[src/design/idu_isa_pkg.sv]
// RV64 integer encodings only; the opcode list covers just the four classes that decode handles
package idu_isa_pkg;

  //======================================================================
  // Widths
  //======================================================================
  localparam int XLEN      = 64;
  localparam int ILEN      = 32;
  localparam int NUM_GPR   = 32;
  localparam int REG_IDX_W = 5;

  typedef logic [XLEN-1:0]      xlen_t;
  typedef logic [ILEN-1:0]      inst_t;
  typedef logic [REG_IDX_W-1:0] reg_idx_t;

  //======================================================================
  // Major opcodes, inst[6:0]
  //======================================================================
  localparam logic [6:0] OPC_OP     = 7'b0110011;
  localparam logic [6:0] OPC_OP_IMM = 7'b0010011;
  localparam logic [6:0] OPC_LOAD   = 7'b0000011;
  localparam logic [6:0] OPC_STORE  = 7'b0100011;

endpackage

[src/design/idu_pipe_pkg.sv]
// Pipeline-side fields for two execution units only; compile after idu_isa_pkg
package idu_pipe_pkg;

  // One-hot unit select, zero means no unit
  localparam int EU_NUM = 2;
  localparam int EU_ALU = 0;
  localparam int EU_LSU = 1;

  typedef logic [EU_NUM-1:0] eu_sel_t;

  // funct7[5] on top of funct3
  localparam int FUNC_W = 4;

  typedef logic [FUNC_W-1:0] func_t;

  // Immediates are sign extended to the full data width
  typedef logic [idu_isa_pkg::XLEN-1:0] imm_t;

endpackage

[src/design/idu_decoder.sv]
// Decodes OP, OP-IMM, LOAD and STORE only; anything else is illegal with no operands or unit
`timescale 1ns/1ps

module idu_decoder (
  input  idu_isa_pkg::inst_t     inst,
  output idu_isa_pkg::reg_idx_t  src0_reg,
  output idu_isa_pkg::reg_idx_t  src1_reg,
  output idu_isa_pkg::reg_idx_t  dst_reg,
  output logic                   src0_vld,
  output logic                   src1_vld,
  output logic                   dst_vld,
  output logic                   illegal,
  output idu_pipe_pkg::eu_sel_t  eu_sel,
  output idu_pipe_pkg::func_t    func,
  output idu_pipe_pkg::imm_t     imm
);

  logic [6:0]         opcode;
  logic [2:0]         funct3;
  logic               rd_used;
  idu_pipe_pkg::imm_t imm_i;
  idu_pipe_pkg::imm_t imm_s;

  assign opcode   = inst[6:0];
  assign funct3   = inst[14:12];
  assign src0_reg = inst[19:15];
  assign src1_reg = inst[24:20];
  assign dst_reg  = inst[11:7];

  assign imm_i = {{(idu_isa_pkg::XLEN-12){inst[31]}}, inst[31:20]};
  assign imm_s = {{(idu_isa_pkg::XLEN-12){inst[31]}}, inst[31:25], inst[11:7]};

  always_comb begin
    src0_vld = 1'b0;
    src1_vld = 1'b0;
    rd_used  = 1'b0;
    illegal  = 1'b0;
    eu_sel   = '0;
    func     = {1'b0, funct3};
    imm      = '0;
    case (opcode)
      idu_isa_pkg::OPC_OP: begin
        src0_vld                   = 1'b1;
        src1_vld                   = 1'b1;
        rd_used                    = 1'b1;
        eu_sel[idu_pipe_pkg::EU_ALU] = 1'b1;
        // Only register ops carry funct7[5] (ADD/SUB, SRL/SRA)
        func                       = {inst[30], funct3};
      end
      idu_isa_pkg::OPC_OP_IMM: begin
        src0_vld                   = 1'b1;
        rd_used                    = 1'b1;
        eu_sel[idu_pipe_pkg::EU_ALU] = 1'b1;
        imm                        = imm_i;
      end
      idu_isa_pkg::OPC_LOAD: begin
        src0_vld                   = 1'b1;
        rd_used                    = 1'b1;
        eu_sel[idu_pipe_pkg::EU_LSU] = 1'b1;
        imm                        = imm_i;
      end
      idu_isa_pkg::OPC_STORE: begin
        src0_vld                   = 1'b1;
        src1_vld                   = 1'b1;
        eu_sel[idu_pipe_pkg::EU_LSU] = 1'b1;
        imm                        = imm_s;
      end
      default: illegal = 1'b1;
    endcase
  end

  // x0 as destination is never tracked
  assign dst_vld = rd_used & (dst_reg != '0);

endmodule

[src/design/idu_gpr.sv]
// Register contents are undefined until written; x0 reads zero and drops writes
`timescale 1ns/1ps

module idu_gpr (
  input  logic                   forever_cpuclk,
  input  logic                   wb_vld,
  input  idu_isa_pkg::reg_idx_t  wb_reg,
  input  idu_isa_pkg::xlen_t     wb_data,
  input  idu_isa_pkg::reg_idx_t  rd0_reg,
  input  idu_isa_pkg::reg_idx_t  rd1_reg,
  output idu_isa_pkg::xlen_t     rd0_data,
  output idu_isa_pkg::xlen_t     rd1_data
);

  // Entry 0 does not exist
  idu_isa_pkg::xlen_t regs [1:idu_isa_pkg::NUM_GPR-1];

  always_ff @(posedge forever_cpuclk) begin
    if (wb_vld && (wb_reg != '0)) begin
      regs[wb_reg] <= wb_data;
    end
  end

  // No write bypass, a write shows up after its edge
  assign rd0_data = (rd0_reg == '0) ? '0 : regs[rd0_reg];
  assign rd1_data = (rd1_reg == '0) ? '0 : regs[rd1_reg];

endmodule

[src/design/idu_wbt.sv]
// One pending bit per register; a set and a clear of the same bit on one edge leaves it set
`timescale 1ns/1ps

module idu_wbt (
  input  logic                   forever_cpuclk,
  input  logic                   rst_n,
  input  logic                   dis_fire,
  input  logic                   flush,
  input  logic                   wb_vld,
  input  idu_isa_pkg::reg_idx_t  wb_reg,
  input  idu_isa_pkg::reg_idx_t  src0_reg,
  input  idu_isa_pkg::reg_idx_t  src1_reg,
  input  idu_isa_pkg::reg_idx_t  dst_reg,
  input  logic                   dst_vld,
  output logic                   src0_busy,
  output logic                   src1_busy,
  output logic                   dst_busy
);

  logic [idu_isa_pkg::NUM_GPR-1:0] pend;
  logic [idu_isa_pkg::NUM_GPR-1:0] set_vec;
  logic [idu_isa_pkg::NUM_GPR-1:0] clr_vec;

  always_comb begin
    set_vec = '0;
    clr_vec = '0;
    if (dis_fire && dst_vld) begin
      set_vec[dst_reg] = 1'b1;
    end
    if (wb_vld) begin
      clr_vec[wb_reg] = 1'b1;
    end
  end

  always_ff @(posedge forever_cpuclk) begin
    if (!rst_n) begin
      pend <= '0;
    end else if (flush) begin
      pend <= '0;
    end else begin
      pend <= (pend & ~clr_vec) | set_vec;
    end
  end

  assign src0_busy = pend[src0_reg];
  assign src1_busy = pend[src1_reg];
  assign dst_busy  = pend[dst_reg];

endmodule

[src/design/idu_ctrl.sv]
// Single issue with no operand forwarding; an illegal instruction is never held by a full unit
`timescale 1ns/1ps

module idu_ctrl (
  input  logic                   forever_cpuclk,
  input  logic                   rst_n,
  input  logic                   inst_vld,
  input  logic                   flush,
  input  logic                   alu_full,
  input  logic                   lsu_full,
  input  logic                   src0_vld,
  input  logic                   src1_vld,
  input  logic                   dst_vld,
  input  logic                   illegal,
  input  idu_pipe_pkg::eu_sel_t  eu_sel,
  input  logic                   src0_busy,
  input  logic                   src1_busy,
  input  logic                   dst_busy,
  output logic                   dis_fire,
  output logic                   id_stall,
  output logic                   ex1_inst_vld,
  output logic                   ex1_alu_sel,
  output logic                   ex1_lsu_sel,
  output logic                   ex1_illegal
);

  logic reg_hazard;
  logic unit_full;

  //======================================================================
  // Dispatch decision
  //======================================================================
  assign reg_hazard = (src0_vld & src0_busy)
                    | (src1_vld & src1_busy)
                    | (dst_vld  & dst_busy);

  // Illegal instructions select no unit so this stays low for them
  assign unit_full = (eu_sel[idu_pipe_pkg::EU_ALU] & alu_full)
                   | (eu_sel[idu_pipe_pkg::EU_LSU] & lsu_full);

  assign dis_fire = inst_vld & ~flush & ~reg_hazard & ~unit_full;
  assign id_stall = inst_vld & ~dis_fire;

  //======================================================================
  // EX1 control
  //======================================================================
  always_ff @(posedge forever_cpuclk) begin
    if (!rst_n) begin
      ex1_inst_vld <= 1'b0;
      ex1_alu_sel  <= 1'b0;
      ex1_lsu_sel  <= 1'b0;
      ex1_illegal  <= 1'b0;
    end else begin
      ex1_inst_vld <= dis_fire;
      ex1_alu_sel  <= dis_fire & eu_sel[idu_pipe_pkg::EU_ALU];
      ex1_lsu_sel  <= dis_fire & eu_sel[idu_pipe_pkg::EU_LSU];
      ex1_illegal  <= dis_fire & illegal;
    end
  end

endmodule

[src/design/idu_dp.sv]
// EX1 payload is only meaningful while ex1_inst_vld is high
`timescale 1ns/1ps

module idu_dp (
  input  logic                   forever_cpuclk,
  input  logic                   dis_fire,
  input  idu_isa_pkg::xlen_t     rd0_data,
  input  idu_isa_pkg::xlen_t     rd1_data,
  input  idu_pipe_pkg::func_t    func,
  input  idu_pipe_pkg::imm_t     imm,
  input  idu_isa_pkg::reg_idx_t  dst_reg,
  input  logic                   dst_vld,
  output idu_isa_pkg::xlen_t     ex1_src0_data,
  output idu_isa_pkg::xlen_t     ex1_src1_data,
  output idu_pipe_pkg::func_t    ex1_func,
  output idu_pipe_pkg::imm_t     ex1_imm,
  output idu_isa_pkg::reg_idx_t  ex1_dst_reg,
  output logic                   ex1_dst_vld
);

  //======================================================================
  // EX1 operand registers
  //======================================================================
  always_ff @(posedge forever_cpuclk) begin
    if (dis_fire) begin
      ex1_src0_data <= rd0_data;
      ex1_src1_data <= rd1_data;
    end
  end

  // Function, immediate and destination
  always_ff @(posedge forever_cpuclk) begin
    if (dis_fire) begin
      ex1_func    <= func;
      ex1_imm     <= imm;
      ex1_dst_reg <= dst_reg;
      ex1_dst_vld <= dst_vld;
    end
  end

endmodule

[src/design/idu_top.sv]
// Decode stage for one ALU and one LSU; fetch must hold inst_vld and inst while id_stall is high
`timescale 1ns/1ps

module idu_top (
  input  logic                   forever_cpuclk,
  input  logic                   rst_n,
  input  logic                   inst_vld,
  input  idu_isa_pkg::inst_t     inst,
  input  logic                   wb_vld,
  input  idu_isa_pkg::reg_idx_t  wb_reg,
  input  idu_isa_pkg::xlen_t     wb_data,
  input  logic                   alu_full,
  input  logic                   lsu_full,
  input  logic                   flush,
  output logic                   id_stall,
  output logic                   ex1_inst_vld,
  output logic                   ex1_alu_sel,
  output logic                   ex1_lsu_sel,
  output logic                   ex1_illegal,
  output idu_pipe_pkg::func_t    ex1_func,
  output idu_isa_pkg::reg_idx_t  ex1_dst_reg,
  output logic                   ex1_dst_vld,
  output idu_isa_pkg::xlen_t     ex1_src0_data,
  output idu_isa_pkg::xlen_t     ex1_src1_data,
  output idu_pipe_pkg::imm_t     ex1_imm
);

  // Decoded fields
  idu_isa_pkg::reg_idx_t src0_reg;
  idu_isa_pkg::reg_idx_t src1_reg;
  idu_isa_pkg::reg_idx_t dst_reg;
  logic                  src0_vld;
  logic                  src1_vld;
  logic                  dst_vld;
  logic                  illegal;
  idu_pipe_pkg::eu_sel_t eu_sel;
  idu_pipe_pkg::func_t   func;
  idu_pipe_pkg::imm_t    imm;

  // Scoreboard, dispatch and operands
  logic                  src0_busy;
  logic                  src1_busy;
  logic                  dst_busy;
  logic                  dis_fire;
  idu_isa_pkg::xlen_t    rd0_data;
  idu_isa_pkg::xlen_t    rd1_data;

  //======================================================================
  // Decode stage modules
  //======================================================================
  idu_decoder x_idu_decoder (.*);

  // Read ports follow the decoded source indices
  idu_gpr x_idu_gpr (
    .rd0_reg (src0_reg),
    .rd1_reg (src1_reg),
    .*
  );

  idu_wbt x_idu_wbt (.*);

  idu_ctrl x_idu_ctrl (.*);

  idu_dp x_idu_dp (.*);

endmodule

[config.mk]
export PLATFORM = sky130hd
export DESIGN_NAME = idu_top
export DESIGN_NICKNAME = d
export VERILOG_FILES = /design/src/design/idu_isa_pkg.sv /design/src/design/idu_pipe_pkg.sv /design/src/design/idu_decoder.sv /design/src/design/idu_gpr.sv /design/src/design/idu_wbt.sv /design/src/design/idu_ctrl.sv /design/src/design/idu_dp.sv /design/src/design/idu_top.sv
export SDC_FILE = /design/constraint.sdc
export NUM_CORES = 2
export LEC_CHECK = 0
export ABC_CLOCK_PERIOD_IN_PS = 5250
export BUFFER_PORTS_ARGS = -buffer_cell sky130_fd_sc_hd__buf_2
export CORE_AREA = 2 2 511 564
export DETAILED_ROUTE_END_ITERATION = 7
export DIE_AREA = 0 0 513 566
export PLACE_DENSITY = 0.5
export SKIP_LAST_GASP = 1
export SLEW_MARGIN = 15
export SYNTH_ARGS = -nofsm -noshare
export SYNTH_HDL_FRONTEND = slang
export SYNTH_SLANG_ARGS = --single-unit
[constraint.sdc]
create_clock -name forever_cpuclk -period 5.25 [get_ports forever_cpuclk]
set_clock_uncertainty 0.2 [all_clocks]
set_input_delay 0.7875 -clock forever_cpuclk [delete_from_list [all_inputs] [get_ports forever_cpuclk]]
set_output_delay 0.7875 -clock forever_cpuclk [all_outputs]
set_load 0.005 [all_outputs]
Word level (Yosys, flattened, before mapping):

Memory sizes are Yosys's and may differ from the RTL's. A register that Yosys moved wholly into a read port is not among the register bits.
Index checks and enable logic that the tools add are counted.

* multiplexer cells: 21
* bitwise operators: 24
* reduce and logical (&&, ||, !) cells: 15
* eq/ne operators: 4
* order comparisons: 6

Operators with widths (count)
* one-hot mux 64 bit (2 select lines): 1
* two-way mux 32 bit: 2
* AND 32 bit: 1
* NOT 32 bit: 1
* bitwise OR 32 bit: 1
* less-than comparator 5 x 6 -> 1 bit, second input constant: 4
* binary-select mux 1 bit (select 5 bit): 3
* == test 7 x 6 -> 1 bit, second input constant: 2
* AND 1 bit: 13
* two-way mux 1 bit: 13
* demux 1 bit (select 5 bit): 2
* >= comparator 5 x 1 -> 1 bit, second input constant: 2
* zero test 5 bit: 2
* nonzero test 5 bit: 2
* OR reduction 2 bit: 5
* == test 7 x 2 -> 1 bit, second input constant: 1
* == test 7 x 5 -> 1 bit, second input constant: 1
* NOT 1 bit: 5
* logical AND 1 bit: 4
* OR reduction 4 bit: 1
* bitwise OR 1 bit: 3
* OR reduction 3 bit: 1

* memories kept: 1
* register bits after elaboration: 110
* RAM bits: 1984

Memories
* x_idu_gpr.regs: words 31, width 64, rd ports 2, clocked after memory_dff 2, write ports 1, line idu_gpr.sv:16 `idu_isa_pkg::xlen_t regs [1:idu_isa_pkg::NUM_GPR-1];`

Longest topological paths before layout:

* depth after elaboration: 12
* mapped depth: 11
* depth with buffers taken out: 7

Hierarchy:

A second synthesis with hierarchy kept.

* cells, all modules: 6128
* area total of the unflattened synthesis: 101979.1 um^2

Modules (own cells, without submodules)
* idu_gpr: cells each 5541, area each 92852.8 um^2, times used 1
* idu_dp: cells each 202, area each 6065.8 um^2, times used 1
* idu_wbt: cells each 260, area each 2168.3 um^2, times used 1
* idu_decoder: cells each 106, area each 719.4 um^2, times used 1
* idu_ctrl: cells each 19, area each 172.7 um^2, times used 1

Worst setup path after synthesis:

OpenSTA, ideal clock, no wires.

* path type: in2reg
* start: in wb_reg[1]
* end: reg x_idu_wbt.pend[12] (netlist bit)
* slack: 0.353 ns
* cell stages on the path: 5
* library setup time: 0.139 ns
* buffers on the path: 1
* arrival time: 4.558 ns
* required time: 4.911 ns
* cell sequence: or3b_2 clkbuf_1 nor2_1 nand3b_1 o41ai_2

* longest elaborated chain between the ends: 8

Ends and longest elaborated chain
* start, declared: line idu_top.sv:10 `input idu_isa_pkg::reg_idx_t wb_reg,`
* less-than comparator 5 x 6 -> 1 bit (not written as such) or >= comparator 5 x 1 -> 1 bit (tied branches): line idu_wbt.sv:31 `clr_vec[wb_reg] = 1'b1;`
* logical AND 1 bit (not written as such): line idu_wbt.sv:31
* two-way mux 1 bit (not written as such): line idu_wbt.sv:31
* demux 1 bit (select 5 bit) *
* two-way mux 32 bit *: line idu_wbt.sv:30 `if (wb_vld) begin`
* NOT 32 bit *: line idu_wbt.sv:41 `pend <= (pend & ~clr_vec) | set_vec;`
* AND 32 bit *: line idu_wbt.sv:41
* bitwise OR 32 bit *: line idu_wbt.sv:41
* end signal, assigned: line idu_wbt.sv:41
* end, declared: line idu_wbt.sv:20 `logic [idu_isa_pkg::NUM_GPR-1:0] pend;`

Mark *: on every way between the ends. The rest lies on a longest branch, timed or not.
A chain may end at the register's enable or synchronous reset.

Worst setup path after layout:

* start: in inst[9]
* end: out id_stall

* longest elaborated chain between the ends: 9

Ends and longest elaborated chain
* start, declared: line idu_top.sv:8 `input idu_isa_pkg::inst_t inst,`
* binary-select mux 1 bit (select 5 bit) or nonzero test 5 bit (tied branches): line idu_wbt.sv:47, idu_decoder.sv:73
* two-way mux 1 bit (not written as such) or AND 1 bit (tied branches): line idu_wbt.sv:47, idu_decoder.sv:73
* AND 1 bit *: line idu_ctrl.sv:35 `| (dst_vld & dst_busy);`
* bitwise OR 1 bit *: line idu_ctrl.sv:35
* NOT 1 bit *: line idu_ctrl.sv:41 `assign dis_fire = inst_vld & ~flush & ~reg_hazard & ~unit_full;`
* AND 1 bit * (2 in a row): line idu_ctrl.sv:41
* NOT 1 bit *: line idu_ctrl.sv:42 `assign id_stall = inst_vld & ~dis_fire;`
* AND 1 bit *: line idu_ctrl.sv:42
* end, declared: line idu_top.sv:15 `output logic id_stall,`

Mark *: on every way between the ends. The rest lies on a longest branch, timed or not. The select of a mux whose other input is x is not followed.

==> run_results.csv <==
group,metric,value,unit
sta,timing_hold_violations_final,0,
setup_path,worstSetupPathType,"input pin to output port",
setup_path,cp_data_required_time,4.26,ns
grt,grt_max_degree,113,
power_and_ir_drop,ir_drop_worst_case_vdd,0.302,mV
grt,grt_pass1_wl,456,mm
route,detail_route.first_pass.iterations,5,
layout,nNetsFinal,5647,
clock_network,cts_post_setup_buffers_inserted,0,
yosys,yosys_register_bits,2170,
setup_path,critical_path.max_stage_delay,0.53,ns
clock_network,cts_tree,"done",
route,num_vias,57000,
placement,dpl_worst_slack,0.613,ns
floorplanning,coreArea,285000,um2
setup_path,timing.critical_path.arrival,3.60,ns
power_and_ir_drop,power.share.combinational,0.080,
sta,setup_ws,0.662,ns
floorplanning,io-pin-count,315,
layout,share_of_cells_above_drive_strength_1,0.319,
grt,grt.total_usage,0.220,
route,drt-wirelength-per-cell,34.4,um
clock_network,tritoncts_num_sinks,2170,
route,drc,0,
setup_path,crit_slowest_cell,"sky130_fd_sc_hd__dlygate4sd3_1",
layout,syn_to_final_growth,14.6,%
clock_network,cts_made_buffers,239,
yosys,synth.area.top_cells,"sky130_fd_sc_hd__edfxtp_1, sky130_fd_sc_hd__mux4_2, sky130_fd_sc_hd__mux2i_1",
yosys,synth_top_flop_cell,"sky130_fd_sc_hd__edfxtp_1",
power_and_ir_drop,power.share.switching,0.231,
layout,largest_register_ff_count,1984,
floorplanning,floorplan.die.height,566,um
grt,gr-total-overflow,0,
yosys,ys_async_sr_fraction,0,
floorplanning,design.die.area,290000,um2
sta,setup_total_negative_slack,0,ns
clock_network,clk_transition_reported_paths,0.06,ns
setup_path,kind_of_end_point_of_the_critical_path,"output port",
sta,report.final.setup_viol,0,
layout,regMostFlops,"x_idu_gpr.regs",
sta,finalCritPeriodShare,0.874,
run_status,run_status,"complete, no violations",
route,postRouteWirelength,326,mm
clock_network,worst_skew_pair.late_latency,0.92,ns
sta,period_minus_slack,4.59,ns
layout,fillerInstances,25400,
hold_path,hold_path_class,"input pin to flop",
yosys,netlist-cell-type-count,53,
layout,reg_top3,"x_idu_gpr.regs (1984), x_idu_dp.ex1_src0_data (64), x_idu_dp.ex1_src1_data (64)",
placement,io_buffers,314,
yosys,synth_area_leader_cell,"sky130_fd_sc_hd__edfxtp_1",
job,max_cap_violations,0,
yosys,synthCells,5259,
floorplanning,chipWidth,513,um
sta,slew-limit-headroom,0.247,
power_and_ir_drop,cell_area_power_density,345,nW/um2
power_and_ir_drop,cell_internal_pwr,30.1,mW
yosys,synth_fp_nets,5367,
sta,fmax,218,MHz
clock_network,cts_resized,0,
route,detailedRoute.firstIterationViolations,6133,
placement,dp.final_hpwl,174,mm
clock_network,cts-root-to-sink-buffers,4,
clock_network,buffer_cell_driving_the_clock_tree_root,"sky130_fd_sc_hd__clkbuf_16",
power_and_ir_drop,clockPowerShare,0.424,
sta,worst_slew_pin_slew,1.13,ns
setup_path,crit_fanout,19,
yosys,synth-warning-count,0,
yosys,syn_avg_cell_area,18.8,um2
setup_path,worstPathCellList,"dlygate4sd3_1, buf_2, o41a_1, nand2_2, inv_1, nand4_4, nand4_4, and2_1, buf_2",
power_and_ir_drop,power.sequential.fraction,0.496,
grt,number_of_global_route_vias_before_repair,58600,
grt,grt_antenna_before_repair,41,
yosys,synth_enable_flop_cells,2134,
yosys,synth_sequential_area_ratio,0.654,
route,ant_nets,0,
floorplanning,rows,206,
yosys,synth.cell_area,99100,um2
yosys,yosys.area.top_type_share,0.646,
power_and_ir_drop,total_switching_power,9.05,mW
placement,global_placement_routability_congestion,0.780,
sta,timing_max_transition_violations_final,0,
sta,grt_setup_unrepaired,"no",
clock_network,htree_levels,4,
floorplanning,initial_utilization,0.348,
setup_path,crit_path_start_kind,"input pin",
route,via_per_inst,6.01,
power_and_ir_drop,leakage_power_total,36.4,nW
==> worst paths after layout <==
kind                           start                         end  slack, ns  cells after the start
setup / recovery             inst[9]                    id_stall       0.66                      9
hold / removal              inst[11]     x_idu_dp.ex1_dst_reg[4]       0.09                      1
setup reg to reg  x_idu_wbt.pend[13]  x_idu_dp.ex1_src0_data[20]       1.98                      7
hold reg to reg   x_idu_wbt.pend[25]          x_idu_wbt.pend[25]       0.32                      2
==> kinds of logic after synthesis <==
| group | synth area share |
|---|---|
| DFF | 0.654 |
| muxes | 0.249 |
| AOI/OAI and AO/OA | 0.0518 |
| buffers and inverters | 0.0238 |
| and+or+nand+nor | 0.0218 |
==> critical path: cells and delay by family <==
family          cells  cell delay [ns]
compound gates      1             0.44
buf+inv             4             1.26
simple gates        4             1.10
==> area by class of cell <==
type | instances | area, um2 | share of cell area
well taps | 3744 | 4680 | 0.0413
inverters | 13 | 63.8 | 0.000562
clock inverters | 136 | 1330 | 0.0117
repair buffers | 514 | 4140 | 0.0364
clock buffers | 293 | 6280 | 0.0553
multi-input cells | 2601 | 32200 | 0.284
diodes | 10 | 25.0 | 0.000220
flip-flops and latches | 2170 | 64800 | 0.571
==> synthesized netlist by cell type, types with 4 or more instances <==
cell                       count
sky130_fd_sc_hd__edfxtp_1   2134
sky130_fd_sc_hd__mux4_2      810
sky130_fd_sc_hd__mux2i_1     504
sky130_fd_sc_hd__a21oi_1     260
sky130_fd_sc_hd__clkbuf_1    211
sky130_fd_sc_hd__o221ai_1    180
sky130_fd_sc_hd__nor2_1      168
sky130_fd_sc_hd__buf_2       135
sky130_fd_sc_hd__nor3_1      132
sky130_fd_sc_hd__a221oi_1    116
sky130_fd_sc_hd__mux2_2      115
sky130_fd_sc_hd__buf_4        81
sky130_fd_sc_hd__o21ai_0      72
sky130_fd_sc_hd__o22ai_1      69
sky130_fd_sc_hd__buf_1        41
sky130_fd_sc_hd__dfxtp_1      36
sky130_fd_sc_hd__nand3b_1     30
sky130_fd_sc_hd__nor2b_1      18
sky130_fd_sc_hd__nand2_1      16
sky130_fd_sc_hd__o41ai_2      14
sky130_fd_sc_hd__and2_1       13
sky130_fd_sc_hd__nand3_1      13
sky130_fd_sc_hd__inv_1        12
sky130_fd_sc_hd__nand4_1       9
sky130_fd_sc_hd__o21ai_1       9
sky130_fd_sc_hd__o211ai_1      8
sky130_fd_sc_hd__buf_6         7
sky130_fd_sc_hd__nand2b_1      6
sky130_fd_sc_hd__nor3_2        4
sky130_fd_sc_hd__or3_1         4
==> power groups by stage <==
stage          Sequential, mW  Combinational, mW  Clock [mW]
2_1_floorplan            19.8               1.91           0
3_3_place_gp             19.8               3.13           0
3_5_place_dp             19.8               3.15           0
4_1_cts                  19.4               3.16        16.9
5_1_grt                  19.5               3.33        17.6
6_report                 19.4               3.13        16.6
==> metrics by stage <==
stage               hold WS [ns]  total power [mW]  area (um2)  std cells  utilization
global placement           0.325              22.9      106000       9027        0.371
global route              0.0553              40.4      114000       9473        0.399
CTS                       0.0180              39.5      114000       9470        0.399
finish                    0.0872              39.2      114000       9481        0.399
detailed placement         0.312              23.0      106000       9027        0.371
floorplan                  0.246              21.7       99100       5259            -
==> routing by layer <==
| metal | wire length [um] | track usage | share of wire | vias to the layer above |
|---|---|---|---|---|
| met5 | 110 | 0 | 0.00034 | - |
| met4 | 8650 | 0.0570 | 0.026 | 16 |
| met3 | 20800 | 0.0315 | 0.064 | 531 |
| met2 | 159000 | 0.365 | 0.49 | 2228 |
| met1 | 138000 | 0.304 | 0.42 | 31100 |
| li1 | - | - | - | 23100 |
==> placed cells by master (no fill, tap or decap), types with 116 or more instances in the layout <==
master / Yosys / routed
sky130_fd_sc_hd__clkbuf_16: 0 / 241
sky130_fd_sc_hd__a21oi_1: 260 / 260
sky130_fd_sc_hd__mux4_2: 810 / 810
sky130_fd_sc_hd__nor2_1: 168 / 136
sky130_fd_sc_hd__nor3_1: 132 / 132
sky130_fd_sc_hd__edfxtp_1: 2134 / 2134
sky130_fd_sc_hd__a221oi_1: 116 / 116
sky130_fd_sc_hd__buf_2: 135 / 305
sky130_fd_sc_hd__mux2i_1: 504 / 504
sky130_fd_sc_hd__o221ai_1: 180 / 180
==> repair_timing <==
item                                   CTS  global route
hold buffers                            14             0
endpoints found under the hold margin   16             0
setup endpoints to repair                0             0
Note: power is estimated with default switching activity, not from simulation.
